$ cat src/rtl/pecDimPkg.sv
// Element, vector and partial-sum dimensions; widths must leave PsumWidth room for all sums
`default_nettype none

package pecDimPkg;

    // =========================================================================
    // Vector geometry
    // =========================================================================

    // Bits per activation or weight element
    localparam int DataWidth  = 8;
    // Elements carried in one sparse vector
    localparam int BlockDepth = 4;
    // Taps of a full 3x3 kernel
    localparam int KernelSize = 9;
    // Taps of one kernel row
    localparam int RowTaps    = 3;

    // =========================================================================
    // Arithmetic widths
    // =========================================================================

    // Partial sum, wide enough for 9 taps of 4 products plus RAM value
    localparam int PsumWidth  = 24;

    // One signed operand element
    typedef logic signed [DataWidth-1:0] elem_t;

    // One signed partial sum
    typedef logic signed [PsumWidth-1:0] psum_t;

endpackage

`default_nettype wire
$ cat src/rtl/pecBusPkg.sv
// Bus and state types of the column; flag bit i always qualifies element i of the same vector
`default_nettype none

package pecBusPkg;

    import pecDimPkg::*;

    // =========================================================================
    // Activation beat between neighbouring columns
    // =========================================================================

    typedef struct packed {
        // Row position flags
        logic                   firstRow;
        logic                   lastRow;
        // Last beat of a block, addresses restart afterwards
        logic                   lastBlock;
        // Partial sum is to be written back
        logic                   valPsum;
        // Column holds real data, gates read and write
        logic                   valCol;
        // Nonzero marks, one per element
        logic  [BlockDepth-1:0] flags;
        elem_t [BlockDepth-1:0] act;
    } actBeat_t;

    // =========================================================================
    // Weight set for one kernel
    // =========================================================================

    // Vector k is tap k, row-major over the 3x3 kernel
    typedef struct packed {
        elem_t [KernelSize-1:0][BlockDepth-1:0] wei;
        logic  [KernelSize-1:0][BlockDepth-1:0] flags;
    } weiSet_t;

    // =========================================================================
    // Control FSM states
    // =========================================================================

    typedef enum logic [2:0] {
        IDLE     = 3'b000,
        WAITWEI  = 3'b001,
        WAITACT  = 3'b011,
        WAITGET  = 3'b010,
        READRAM  = 3'b100,
        WRITERAM = 3'b101
    } pecState_t;

endpackage

`default_nettype wire

$ cat src/rtl/psumRamPort.sv
// Partial-sum RAM port; RAM read latency must be exactly one cycle, addresses wrap at 2**width
`default_nettype none
`timescale 1ns/1ps

module psumRamPort
    import pecDimPkg::*;
    import pecBusPkg::*;
#(
    parameter int RamAddrWidth = 6
) (
    input  logic                    clk,
    input  logic                    rst_n,
    input  logic                    macStart,
    input  logic                    accDone,
    input  actBeat_t                beat,
    input  psum_t                   rowPsum,
    output psum_t                   psumRd,
    output logic                    ramEnRd,
    output logic [RamAddrWidth-1:0] ramAddrRd,
    input  psum_t                   ramRdData,
    output logic                    ramEnWr,
    output logic [RamAddrWidth-1:0] ramAddrWr,
    output psum_t                   ramWrData
);

    // Read issued last cycle, data on ramRdData now
    logic rdPending;
    // Block end, counters restart
    logic addrClr;

    // =========================================================================
    // Read side
    // =========================================================================

    assign ramEnRd = macStart && beat.valCol;

    always_ff @(posedge clk or negedge rst_n) begin
        if (!rst_n) begin
            rdPending <= 1'b0;
        end else begin
            rdPending <= ramEnRd;
        end
    end

    // Row 2 chain input, empty column contributes zero
    always_ff @(posedge clk) begin
        if (rdPending) begin
            psumRd <= ramRdData;
        end else if (macStart && !beat.valCol) begin
            psumRd <= '0;
        end
    end

    // =========================================================================
    // Write side
    // =========================================================================

    // Write one cycle after accumulate done, data and enable together
    always_ff @(posedge clk or negedge rst_n) begin
        if (!rst_n) begin
            ramEnWr <= 1'b0;
        end else begin
            ramEnWr <= accDone && beat.valPsum && beat.valCol;
        end
    end

    always_ff @(posedge clk) begin
        if (accDone) begin
            ramWrData <= rowPsum;
        end
    end

    // Address counters
    // The clear lands on the edge of the last write, so that write keeps its address
    always_ff @(posedge clk or negedge rst_n) begin
        if (!rst_n) begin
            addrClr <= 1'b0;
        end else begin
            addrClr <= accDone && beat.lastBlock;
        end
    end

    always_ff @(posedge clk or negedge rst_n) begin
        if (!rst_n) begin
            ramAddrRd <= '0;
            ramAddrWr <= '0;
        end else if (addrClr) begin
            ramAddrRd <= '0;
            ramAddrWr <= '0;
        end else begin
            if (ramEnRd) begin
                ramAddrRd <= ramAddrRd + 1'b1;
            end
            if (ramEnWr) begin
                ramAddrWr <= ramAddrWr + 1'b1;
            end
        end
    end

endmodule

`default_nettype wire

$ cat config.mk
export PLATFORM = sky130hd
export DESIGN_NAME = psumRamPort
export DESIGN_NICKNAME = d
export VERILOG_FILES = /design/src/rtl/pecDimPkg.sv /design/src/rtl/pecBusPkg.sv /design/src/rtl/psumRamPort.sv
export SDC_FILE = /design/constraint.sdc
export NUM_CORES = 1
export LEC_CHECK = 0
export BUFFER_PORTS_ARGS = -buffer_cell sky130_fd_sc_hd__buf_2
export CORE_ASPECT_RATIO = 0.8
export CORE_MARGIN = 2
export CORE_UTILIZATION = 46
export CTS_BUF_LIST = sky130_fd_sc_hd__clkbuf_4
export DETAILED_ROUTE_END_ITERATION = 16
export PLACE_DENSITY_LB_ADDON = 0.05
export SLEW_MARGIN = 10
export SYNTH_ARGS = -nofsm -noshare
export SYNTH_HDL_FRONTEND = slang
export SYNTH_SLANG_ARGS = --single-unit
$ cat constraint.sdc
create_clock -name clk -period 4.6 [get_ports clk]
set_input_delay 0 -clock clk [delete_from_list [all_inputs] [get_ports clk]]
set_output_delay 0 -clock clk [all_outputs]
set_load 0.005 [all_outputs]
==> key figures, run 1 <==
Die
  – I/O pin count: 155
  – # rows: 22
  – Die area: 5472 um2
  – Core area: 4652 um2
  – Starting Density: 48.39%
  – Die X: 82.21 um
  – Die Ht: 66.57 um

Clock tree
  – Post-CTS resize count: 0
  – CTS tree: done
  – CTS max path bufs: 2
  – Reg clk slew, reported paths: 0.10 ns
  – Clock latency on the worst-skew pair: 0.39 ns
  – TritonCTS Sinks: 63
  – Num CTS Buffers: 9
  – H-tree depth: 3
  – Root Driver: clkbuf_4

Detailed routing
  – TritonRoute pass-1 iters: 4
  – Total Wirelength: 5.308 mm
  – Via count: 1701
  – Routed length per instance: 14.04 um
  – DR vias/cell: 4.500
  – Final ANT Viol Nets: 0
  – DR iter-0 viols: 68
  – DRC: 0

Setup path
  – Worst-path maximum fanout: 25
  – CP delay by family, top: compound AO/OA/AOI/OAI gates
  – Worst setup path end: psumRd[15]$_SDFFCE_PN0P_
  – Slowest stage cell on the critical path: a21o_1
  – Flop2flop setup slack: 2.71 ns
  – Critical Path Source: rdPending$_DFF_PN0_
  – CP arrival: 1.90 ns
  – Number of buffer and inverter stages on the critical path: 0
  – Worst r2r dst: psumRd[15]$_SDFFCE_PN0P_
  – R2R cell count: 1
  – R2R Path Start: rdPending$_DFF_PN0_
  – CP endpoint kind: flip-flop
  – Crit path depth: 1
  – Startpoint types: flip-flop
  – Cell chain of the critical path: a21o_1
  – CP Class: flip-flop to flip-flop
  – CP max stage delay: 0.77 ns
  – Worst EP required: 4.61 ns

Finish
  – Non-Filler Instances: 378
  – Fillcell total: 311
  – Reg area: 1817 um2
  – Area grow syn2layout: 58.20%
  – Layout cells sized above 1: 40.88%
  – Nets: 409
  – Antenna Cells: 0
  – Area occupied by multi-input gates: 411.6 um2

Global routing
  – Remaining global-route overflow: 0
  – Initial antenna violation count: 0
  – Vias in the first global route: 1606
  – Pin count of the biggest net entering global routing: 27
  – All-Layer GR Usage: 20.04%
  – First-pass GRT wire length: 7.721 mm

Yosys
  – Main area contributors after synthesis: edfxtp_1 (64%), dfrtp_1 (17%), and2_1 (6.9%), nor2_1 (1.2%), xnor2_1 (1.2%)
  – Synthesized instance count: 136
  – Post-synth top cells: edfxtp_1 (48), and2_1 (25), dfrtp_1 (15), nor2_1 (7), nand2_1 (6)
  – Synth Flop Type: edfxtp_1
  – Post-synth EDFFs: 48
  – Synth cell types: 19
  – Yosys top cell area share: 64.04%
  – Sequential-to-total area share from yosys stat: 80.71%
  – Synthesized area: 2251 um2
  – Syn nets: 231
  – Yosys warns: 0
  – Most common cell in the synthesized netlist: edfxtp_1
  – Synth async-reset ratio: 23.81%
  – #FFs+latches synth: 63
  – Post-synth top area cell: edfxtp_1
  – Syn_area_per_cell: 16.55 um2

Worst hold path
  – Hold WC Path Type: input pin to async pin

STA
  – Slew Viols, Final: 0
  – Slew @ Worst Pin: 0.9338 ns
  – Post-layout min period: 1.890 ns
  – F_max: 0.5290 GHz
  – Hold Vio Cnt, Final: 0
  – Tcrit/Tclk final: 41.10%
  – Final Setup Violations: 0
  – Skew final: 0.01164 ns
  – RSZ-0062 raised after global routing: false
  – Fin Setup TNS: 0 ns
  – Final setup margin: 2.710 ns
  – Slew HR: 37.75%

Power
  – Worst IR drop on VDD: 0.2562 mV
  – LEAKAGE: 0.001672 uW
  – Sw frac: 21.98%
  – Logic pwr share: 11.4%
  – Clock power frac: 30.2%
  – Int Power: 894.2 uW
  – Power, Total: 1146 uW
  – Flop pwr share: 58.5%
  – Net switching power: 251.9 uW
  – PwrDens: 321.8 nW/um2

Run
  – Max-cap viol count: 0

Placement
  – DP HPWL: 3.296 mm
  – Port Buf Inserts: 116
  – RePlAce Congestion: 0.7078
  – Post-Place Setup Slack: 2.722 ns
  – # placed instances: 309

Outcome
  – Status: complete, no violations
[routing by layer]
| layer | global-route usage (%) | vias up | wire length (um) |
|---|---|---|---|
| li1 | - | 840 | - |
| met1 | 24.06 | 782 | 2245 |
| met2 | 32.86 | 72 | 2567 |
| met3 | 7.453 | 7 | 443 |
| met4 | 7.500 | 0 | 51 |
| met5 | 0 | - | 0 |
[sequential cells by signal (all words and copies together), names as in the netlist]
signal	cells
psumRd	24
ramAddrWr	6
ramEnWr	1
ramAddrRd	6
ramWrData	24
rdPending	1
addrClr	1
[cells by family after synthesis]
group | after synthesis | share of synthesized area (%)
flops | 63 | 80.71
mux | 1 | 0.4447
fa+ha+maj | 2 | 1.112
compound gates | 10 | 2.335
buf+inv | 6 | 1.000
xor+xnor | 6 | 2.335
simple gates | 48 | 12.06
[per-stage QoR]
step / cell area [um2] / utilization, % / hold WS [ns]
final: 3561 / 76.55 / 0.03737
after global routing: 3561 / 76.55 / 0.03716
after floorplan: 2251 / - / -0.2956
after detailed placement: 2895 / 62.24 / -0.08208
after CTS: 3561 / 76.55 / 0.01205
after global placement: 2895 / 62.24 / -0.07563
[what timing repair did]
action,CTS,global route
hold endpoints to repair,67,0
buffers inserted,0,0
endpoints found under the setup margin,0,0
hold buffers,54,0
[power groups by stage]
stage,clock network (uW),logic [uW],registers (uW)
final,346,131,670
after global routing,381,144,674
after CTS,355,130,670
after detailed placement,0,94.8,682
after global placement,0,92.8,681
after floorplan,0,26.5,683
[how the worst min path moves through the flow]
stage | startpoint | end | slack (ns) | depth (start not counted)
final | rst_n | ramAddrRd[0]$_DFFE_PN0P_ | 0.04 | 2
after global routing | rst_n | ramAddrRd[0]$_DFFE_PN0P_ | 0.04 | 2
after CTS | rst_n | ramAddrRd[5]$_DFFE_PN0P_ | 0.01 | 2
after detailed placement | rst_n | ramAddrWr[1]$_DFFE_PN0P_ | -0.08 | 1
after global placement | rst_n | ramAddrWr[1]$_DFFE_PN0P_ | -0.08 | 1
after floorplan | rst_n | addrClr$_DFF_PN0_ | -0.30 | 0
[placed cells by master, fill, tap and decap left out, types with 2 or more instances in the layout]
cell type and count:
nand4_1 2, nand2_1 6, clkinv_1 2, dfrtp_1 15, nand3_1 2, inv_1 3
edfxtp_1 48, xor2_1 3, dlygate4sd3_1 54, o21ai_0 4, or3_1 4, a21oi_1 5
clkbuf_4 10, and2_1 25, ha_1 2, buf_2 116, nor2_1 7, xnor2_1 3
[layout make-up]
| type | count | share of cell area (%) |
|---|---|---|
| tap | 60 | 2.108 |
| sequential | 63 | 51.02 |
| multi-input combinational | 67 | 11.56 |
| clock inverter | 5 | 1.405 |
| timing repair buffer | 170 | 31.48 |
| inverter | 3 | 0.3162 |
| clock buffer | 10 | 2.108 |
Power figures use the tool's default switching activity.
==> inputs of run 2 (changes only) <==
--- a/config.mk
+++ b/config.mk
@@ -8,7 +8,7 @@
 export BUFFER_PORTS_ARGS = -buffer_cell sky130_fd_sc_hd__buf_2
 export CORE_ASPECT_RATIO = 0.8
 export CORE_MARGIN = 2
-export CORE_UTILIZATION = 46
+export CORE_UTILIZATION = 38
 export CTS_BUF_LIST = sky130_fd_sc_hd__clkbuf_4
 export DETAILED_ROUTE_END_ITERATION = 16
 export PLACE_DENSITY_LB_ADDON = 0.05
==> constraint.sdc (replaced) <==
create_clock -name clk -period 1.58 [get_ports clk]
set_input_delay 0 -clock clk [delete_from_list [all_inputs] [get_ports clk]]
set_output_delay 0 -clock clk [all_outputs]
set_load 0.005 [all_outputs]
==> run 2 against run 1 <==
  * First-iteration DRC count shrank 56%
  * Setup slack got worse by 2.6 ns
  * Sequential power rose to 2.9 times the previous value
  * Clock skew is 0.0034 ns lower
  * Die area up 20%
  * Routed wire length down 6.7%
  * Cell count up 6.3%
  * Clock power grew to 3.0 times the previous value
  * Largest power group unchanged
==> key figures, run 2 (synthesis gave the netlist of run 1 again) <==
Outcome
  – Status: complete, no violations

Run
  – Max-cap viol count: 0 (unchanged)

Die
  – Die area: 6559 um2 (+20%)
  – Die Ht: 72.84 um (+9.4%)
  – Die X: 90.05 um (+9.5%)
  – # rows: 25 (+14%)
  – I/O pin count: 155 (unchanged)
  – Starting Density: 38.69% (-9.7 points)
  – Core area: 5818 um2 (+25%)

Finish
  – Regs by FF count: psumRd (24), ramWrData (24)
  – Area occupied by multi-input gates: 412.9 um2 (+0.30%)
  – Most frequent cells in the layout: buf_2 (116), dlygate4sd3_1 (55), edfxtp_1 (48), and2_1 (25), dfrtp_1 (15)
  – Nets: 411 (+0.49%)
  – Fillcell total: 488 (+57%)
  – Layout cells sized above 1: 42.06% (+1.2 points)
  – Reg area: 1817 um2 (unchanged)
  – Commonest non-fill, non-tap cell in the layout: buf_2
  – Area grow syn2layout: 60.48%
  – Fin util: 62.09% (-14 points)
  – Antenna Cells: 0 (unchanged)
  – Non-Filler Instances: 402 (+6.3%)

Detailed routing
  – Routed length per instance: 12.32 um (-12%)
  – Via count: 1707 (+0.35%)
  – DRC: 0 (unchanged)
  – DR vias/cell: 4.246 (-5.6%)
  – DR iter-0 viols: 30 (-56%)
  – Final ANT Viol Nets: 0 (unchanged)
  – TritonRoute pass-1 iters: 4 (unchanged)
  – Total Wirelength: 4.953 mm (-6.7%)

Clock tree
  – CTS max path bufs: 2 (unchanged)
  – H-tree depth: 3 (unchanged)
  – Setup bufs post-CTS: 0 (unchanged)
  – Clock latency on the worst-skew pair: 0.39 ns (about the same)
  – CTS tree: done
  – Num CTS Buffers: 9 (unchanged)
  – Reg clk slew, reported paths: 0.10 ns (about the same)
  – TritonCTS Sinks: 63 (unchanged)
  – Root Driver: clkbuf_4

Power
  – LEAKAGE: 0.001680 uW (+0.47%)
  – PwrDens: 931.0 nW/um2 (+190%)
  – Power, Total: 3363 uW (+190%)
  – Worst IR drop on VDD: 0.5109 mV (+99%)

STA
  – Tcrit/Tclk final: 95.39%
  – Hold Vio Cnt, Final: 0 (unchanged)
  – Slew Viols, Final: 0 (unchanged)
  – Fin Setup TNS: 0 ns (unchanged)
  – Post-layout min period: 1.507 ns
  – Slew @ Worst Pin: 0.6754 ns (-0.2584 ns)
  – Skew final: 0.008239 ns (-0.003402 ns)
  – F_max: 0.6635 GHz
  – Final Setup Violations: 0 (unchanged)
  – Slew HR: 54.83% (+17 points)
  – RSZ-0062 raised after global routing: false

Setup path
  – Worst EP required: 1.58 ns (-3.03 ns)
  – CP endpoint kind: output pin
  – CP arrival: 1.51 ns (-0.39 ns)
  – Startpoint types: input pin
  – Slowest stage cell on the critical path: dlygate4sd3_1
  – CP Class: input pin to output pin
  – Cell chain of the critical path: dlygate4sd3_1 > buf_2 > nand2_1 > dlygate4sd3_1 > inv_2 > buf_2
  – CP max stage delay: 0.58 ns (-0.19 ns)
  – Worst-path maximum fanout: 4 (-84%)

Worst hold path
  – Hold WC Path Type: input pin to flip-flop

Placement
  – DP HPWL: 3.070 mm (-6.9%)
  – # placed instances: 331 (+7.1%)
  – RePlAce Congestion: 0.7077 (about the same)
  – Port Buf Inserts: 116 (unchanged)

Global routing
  – Pin count of the biggest net entering global routing: 27 (unchanged)
  – Remaining global-route overflow: 0 (unchanged)
  – Initial antenna violation count: 0 (unchanged)
  – Vias in the first global route: 1655 (+3.1%)
  – All-Layer GR Usage: 16.05% (-4.0 points)
  – First-pass GRT wire length: 7.852 mm (+1.7%)
-- run 2: cell count changes in the layout (fill, tap and decap cells not counted), sizes merged --
| cell | before | now |
|---|---|---|
| buf | 116 | 117 |
| clkbuf | 10 | 9 |
| clkinv | 3 | 4 |
| clkinvlp | 1 | 2 |
| dlygate4sd3 | 54 | 55 |
-- run 2: critical path, delay by kind of cell --
kind	cells	cell delay, ns
buffers and inverters	5	1.46
AND/OR/NAND/NOR	1	0.05
-- run 2: report_power, final --
group	internal [uW]	switching, uW	total (uW)	leakage [uW]
clock	468	565	1030	0.0000691
combinational	233	153	386	0.000911
sequential	1890	48.6	1940	0.000700
-- run 2: layout make-up --
type | count | area share (%)
repair buffers | 172 | 31.52
well taps | 81 | 2.806
multi-input cells | 67 | 11.43
inverters | 3 | 0.3117
flip-flops and latches | 63 | 50.29
clock inverters | 7 | 1.767
clock buffers | 9 | 1.870
-- run 2: final timing paths --
| path | from | end | slack [ns] | cells past startpoint |
|---|---|---|---|---|
| max in group asynchronous | rst_n | ramAddrRd[0]$_DFFE_PN0P_ | 0.45 | 3 |
| hold reg to reg | ramAddrRd[5]$_DFFE_PN0P_ | ramAddrRd[5]$_DFFE_PN0P_ | 0.56 | 2 |
| min in group asynchronous | rst_n | ramEnWr$_DFF_PN0_ | 0.70 | 3 |
| setup / recovery | macStart | ramEnRd | 0.07 | 6 |
| setup reg to reg | ramEnWr$_DFF_PN0_ | ramAddrWr[5]$_DFFE_PN0P_ | 0.29 | 3 |
| hold / removal | beat[36] | ramAddrRd[2]$_DFFE_PN0P_ | 0.06 | 4 |
-- run 2: per-layer routing --
metal	vias up	global-route usage, %	wire length (um)
met3	10	7.645	338
li1	848	-	-
met4	0	6.838	102
met2	64	25.48	2415
met1	785	19.02	2097
met5	-	0	0
-- run 2: repair_timing --
item                                    CTS  global route
hold endpoints to repair                 67             0
hold buffers                             55             0
endpoints found under the setup margin    0             2
resized for setup                         0             2
-- run 2: stage by stage --
stage	setup slack [ns]	hold slack (ns)	cell area [um2]
5_1_grt	0.01795	0.06490	3612
4_1_cts	0.04430	0.01181	3611
3_3_place_gp	0.1044	-0.07056	2929
2_1_floorplan	0.06631	-0.2956	2251
6_report	0.07285	0.05581	3612
3_5_place_dp	0.1069	-0.07565	2929
==> inputs of run 3 (changes only) <==
--- a/config.mk
+++ b/config.mk
@@ -8,8 +8,7 @@
 export BUFFER_PORTS_ARGS = -buffer_cell sky130_fd_sc_hd__buf_2
 export CORE_ASPECT_RATIO = 0.8
 export CORE_MARGIN = 2
-export CORE_UTILIZATION = 38
-export CTS_BUF_LIST = sky130_fd_sc_hd__clkbuf_4
+export CORE_UTILIZATION = 37
 export DETAILED_ROUTE_END_ITERATION = 16
 export PLACE_DENSITY_LB_ADDON = 0.05
 export SLEW_MARGIN = 10
==> run 3 against run 2 <==
  * Register-to-register slack better by 0.03 ns
  * Non-clock buffer count down 2
  * Sequential cell count unchanged
  * Die area up 2.6%
  * Highest routed layer unchanged
  * Combinational power about the same
  * Routed wire length up 4.4%
  * Sequential share of layout area down 0.84 points
  * Clock skew down 0.0046 ns
  * Setup slack better by 0.24 ns
  * Sequential power about the same
  * Clock-buffer cell count up 1
==> key figures, run 3 (synthesis gave the netlist of run 1 again) <==
Worst hold path
  – Hold WC Path Type: input pin to flip-flop
  – Worst hold stages: 3 (-1)

STA
  – Slew HR: 62.17% (+7.3 points)
  – Tcrit/Tclk final: 80.06% (-15 points)
  – Final Setup Violations: 0 (unchanged)
  – Fin Setup TNS: 0 ns (unchanged)
  – F_max: 0.7906 GHz (+19%)
  – Hold Vio Cnt, Final: 0 (unchanged)
  – Slew Viols, Final: 0 (unchanged)
  – Skew final: 0.003689 ns (-0.004551 ns)
  – Slew @ Worst Pin: 0.5675 ns (-0.1079 ns)
  – Post-layout min period: 1.265 ns (-0.2423 ns)
  – RSZ-0062 raised after global routing: false

Outcome
  – Status: complete, no violations

Power
  – Sw frac: 21.33% (-1.5 points)
  – LEAKAGE: 0.001708 uW (+1.7%)
  – Flop pwr share: 50.9% (-6.9 points)
  – Logic pwr share: 10.1% (-1.4 points)
  – PwrDens: 1041 nW/um2 (+12%)
  – Clock power frac: 39.0% (+8.3 points)
  – Net switching power: 815.6 uW (+6.3%)
  – Power, Total: 3824 uW (+14%)
  – Int Power: 3008 uW (+16%)
  – Worst IR drop on VDD: 0.5885 mV (+15%)

Finish
  – Nets: 409 (-0.49%)
  – Fin util: 62.47% (+0.38 points)
  – Non-Filler Instances: 400 (-0.50%)
  – Commonest non-fill, non-tap cell in the layout: buf_2
  – Antenna Cells: 0 (unchanged)
  – Most frequent cells in the layout: buf_2 (116), dlygate4sd3_1 (53), edfxtp_1 (48), and2_1 (25), dfrtp_1 (15)
  – Layout cells sized above 1: 42.01% (-0.050 points)
  – Regs by FF count: psumRd (24), ramWrData (24)
  – Area grow syn2layout: 63.20%

Placement
  – Port Buf Inserts: 116 (unchanged)
  – # placed instances: 331 (unchanged)
  – RePlAce Congestion: 0.6590 (-6.9%)
  – DP HPWL: 3.193 mm (+4.0%)

Setup path
  – CP max stage delay: 0.42 ns (-0.16 ns)
  – Worst-path maximum fanout: 4 (unchanged)
  – CP delay by family, top: simple AND/OR/NAND/NOR gates
  – Startpoint types: flip-flop
  – Flop2flop setup slack: 0.32 ns (+0.03 ns)
  – Crit path depth: 4 (-2)
  – Cell chain of the critical path: ha_1 > nand3_1 > or3_1 > a21oi_1
  – CP Class: flip-flop to flip-flop
  – Slowest stage cell on the critical path: dfrtp_1
  – CP arrival: 1.52 ns (about the same)
  – CP endpoint kind: flip-flop
  – Worst EP required: 1.84 ns (+0.26 ns)
  – R2R cell count: 4 (+1)
  – Number of buffer and inverter stages on the critical path: 0 (-5)

Clock tree
  – CTS tree: done
  – Setup bufs post-CTS: 0 (unchanged)
  – H-tree depth: 3 (unchanged)
  – Clock latency on the worst-skew pair: 0.33 ns (-0.06 ns)
  – TritonCTS Sinks: 63 (unchanged)
  – Num CTS Buffers: 9 (unchanged)
  – Reg clk slew, reported paths: 0.07 ns (-0.03 ns)
  – CTS max path bufs: 2 (unchanged)
  – Root Driver: clkbuf_8

Detailed routing
  – DRC: 0 (unchanged)
  – Routed length per instance: 12.92 um (+4.9%)
  – TritonRoute pass-1 iters: 4 (unchanged)
  – Final ANT Viol Nets: 0 (unchanged)
  – DR vias/cell: 4.263 (+0.38%)
  – Total Wirelength: 5.169 mm (+4.4%)
  – DR iter-0 viols: 74 (+150%)
  – Via count: 1705 (-0.12%)

Die
  – Core area: 5881 um2 (+1.1%)
  – Die X: 91.21 um (+1.3%)
  – Starting Density: 38.28% (-0.41 points)
  – Die Ht: 73.76 um (+1.3%)
  – I/O pin count: 155 (unchanged)
  – # rows: 25 (unchanged)
  – Die area: 6727 um2 (+2.6%)

Global routing
  – First-pass GRT wire length: 7.866 mm (+0.18%)
  – Vias in the first global route: 1624 (-1.9%)
  – All-Layer GR Usage: 15.93% (-0.12 points)
  – Remaining global-route overflow: 0 (unchanged)
  – Pin count of the biggest net entering global routing: 27 (unchanged)
  – Initial antenna violation count: 0 (unchanged)

Run
  – Max-cap viol count: 0 (unchanged)
==> run 3: timing repair <==
item,in CTS,in global routing
hold buffers,53,0
gates resized for setup,0,1
setup endpoints to repair,0,19
endpoints found under the hold margin,67,0
==> run 3: layer usage <==
metal	wire, um	track usage (%)
met4	122	7.407
met5	0	0
met3	357	6.564
met1	2265	19.66
met2	2423	24.77
==> run 3: power by group through the flow <==
stage | logic, uW | registers [uW] | clock network (uW)
finish | 385 | 1950 | 1490
global route | 427 | 1960 | 1590
CTS | 388 | 1950 | 1530
detailed placement | 285 | 1980 | 0
global placement | 284 | 1980 | 0
floorplan | 77.1 | 1990 | 0
==> run 3: final cells by class <==
class	count	area, um2
Timing Repair Buffer	170	1119
Tap cell	81	101.3
Multi-Input combinational cell	67	412.9
Inverter	3	11.26
Clock inverter	6	85.08
Sequential cell	63	1817
Fill cell	489	2207
Clock buffer	10	127.6
==> run 3: worst min-delay path, cell delays in order <==
cell and delay [ns]:
buf_2 0.13, nand2_1 0.08, inv_1 0.08
==> run 3: per-stage QoR <==
step | worst slack (ns) | hold slack [ns] | instance area, um2
5_1_grt | 0.2426 | 0.02401 | 3674
6_report | 0.3151 | 0.01520 | 3674
2_1_floorplan | 0.06631 | -0.2956 | 2251
4_1_cts | 0.08554 | 0.001127 | 3672
3_3_place_gp | 0.09551 | -0.06994 | 2929
3_5_place_dp | 0.1026 | -0.07022 | 2929
==> run 3: worst paths after layout <==
check                                    startpoint                        to
max in group asynchronous                     rst_n  ramAddrWr[5]$_DFFE_PN0P_
min                                        beat[36]       rdPending$_DFF_PN0_
max                        ramAddrRd[0]$_DFFE_PN0P_  ramAddrRd[4]$_DFFE_PN0P_
min in group asynchronous                     rst_n  ramAddrWr[2]$_DFFE_PN0P_
min reg2reg                ramAddrRd[5]$_DFFE_PN0P_  ramAddrRd[5]$_DFFE_PN0P_
max reg2reg                ramAddrRd[0]$_DFFE_PN0P_  ramAddrRd[4]$_DFFE_PN0P_
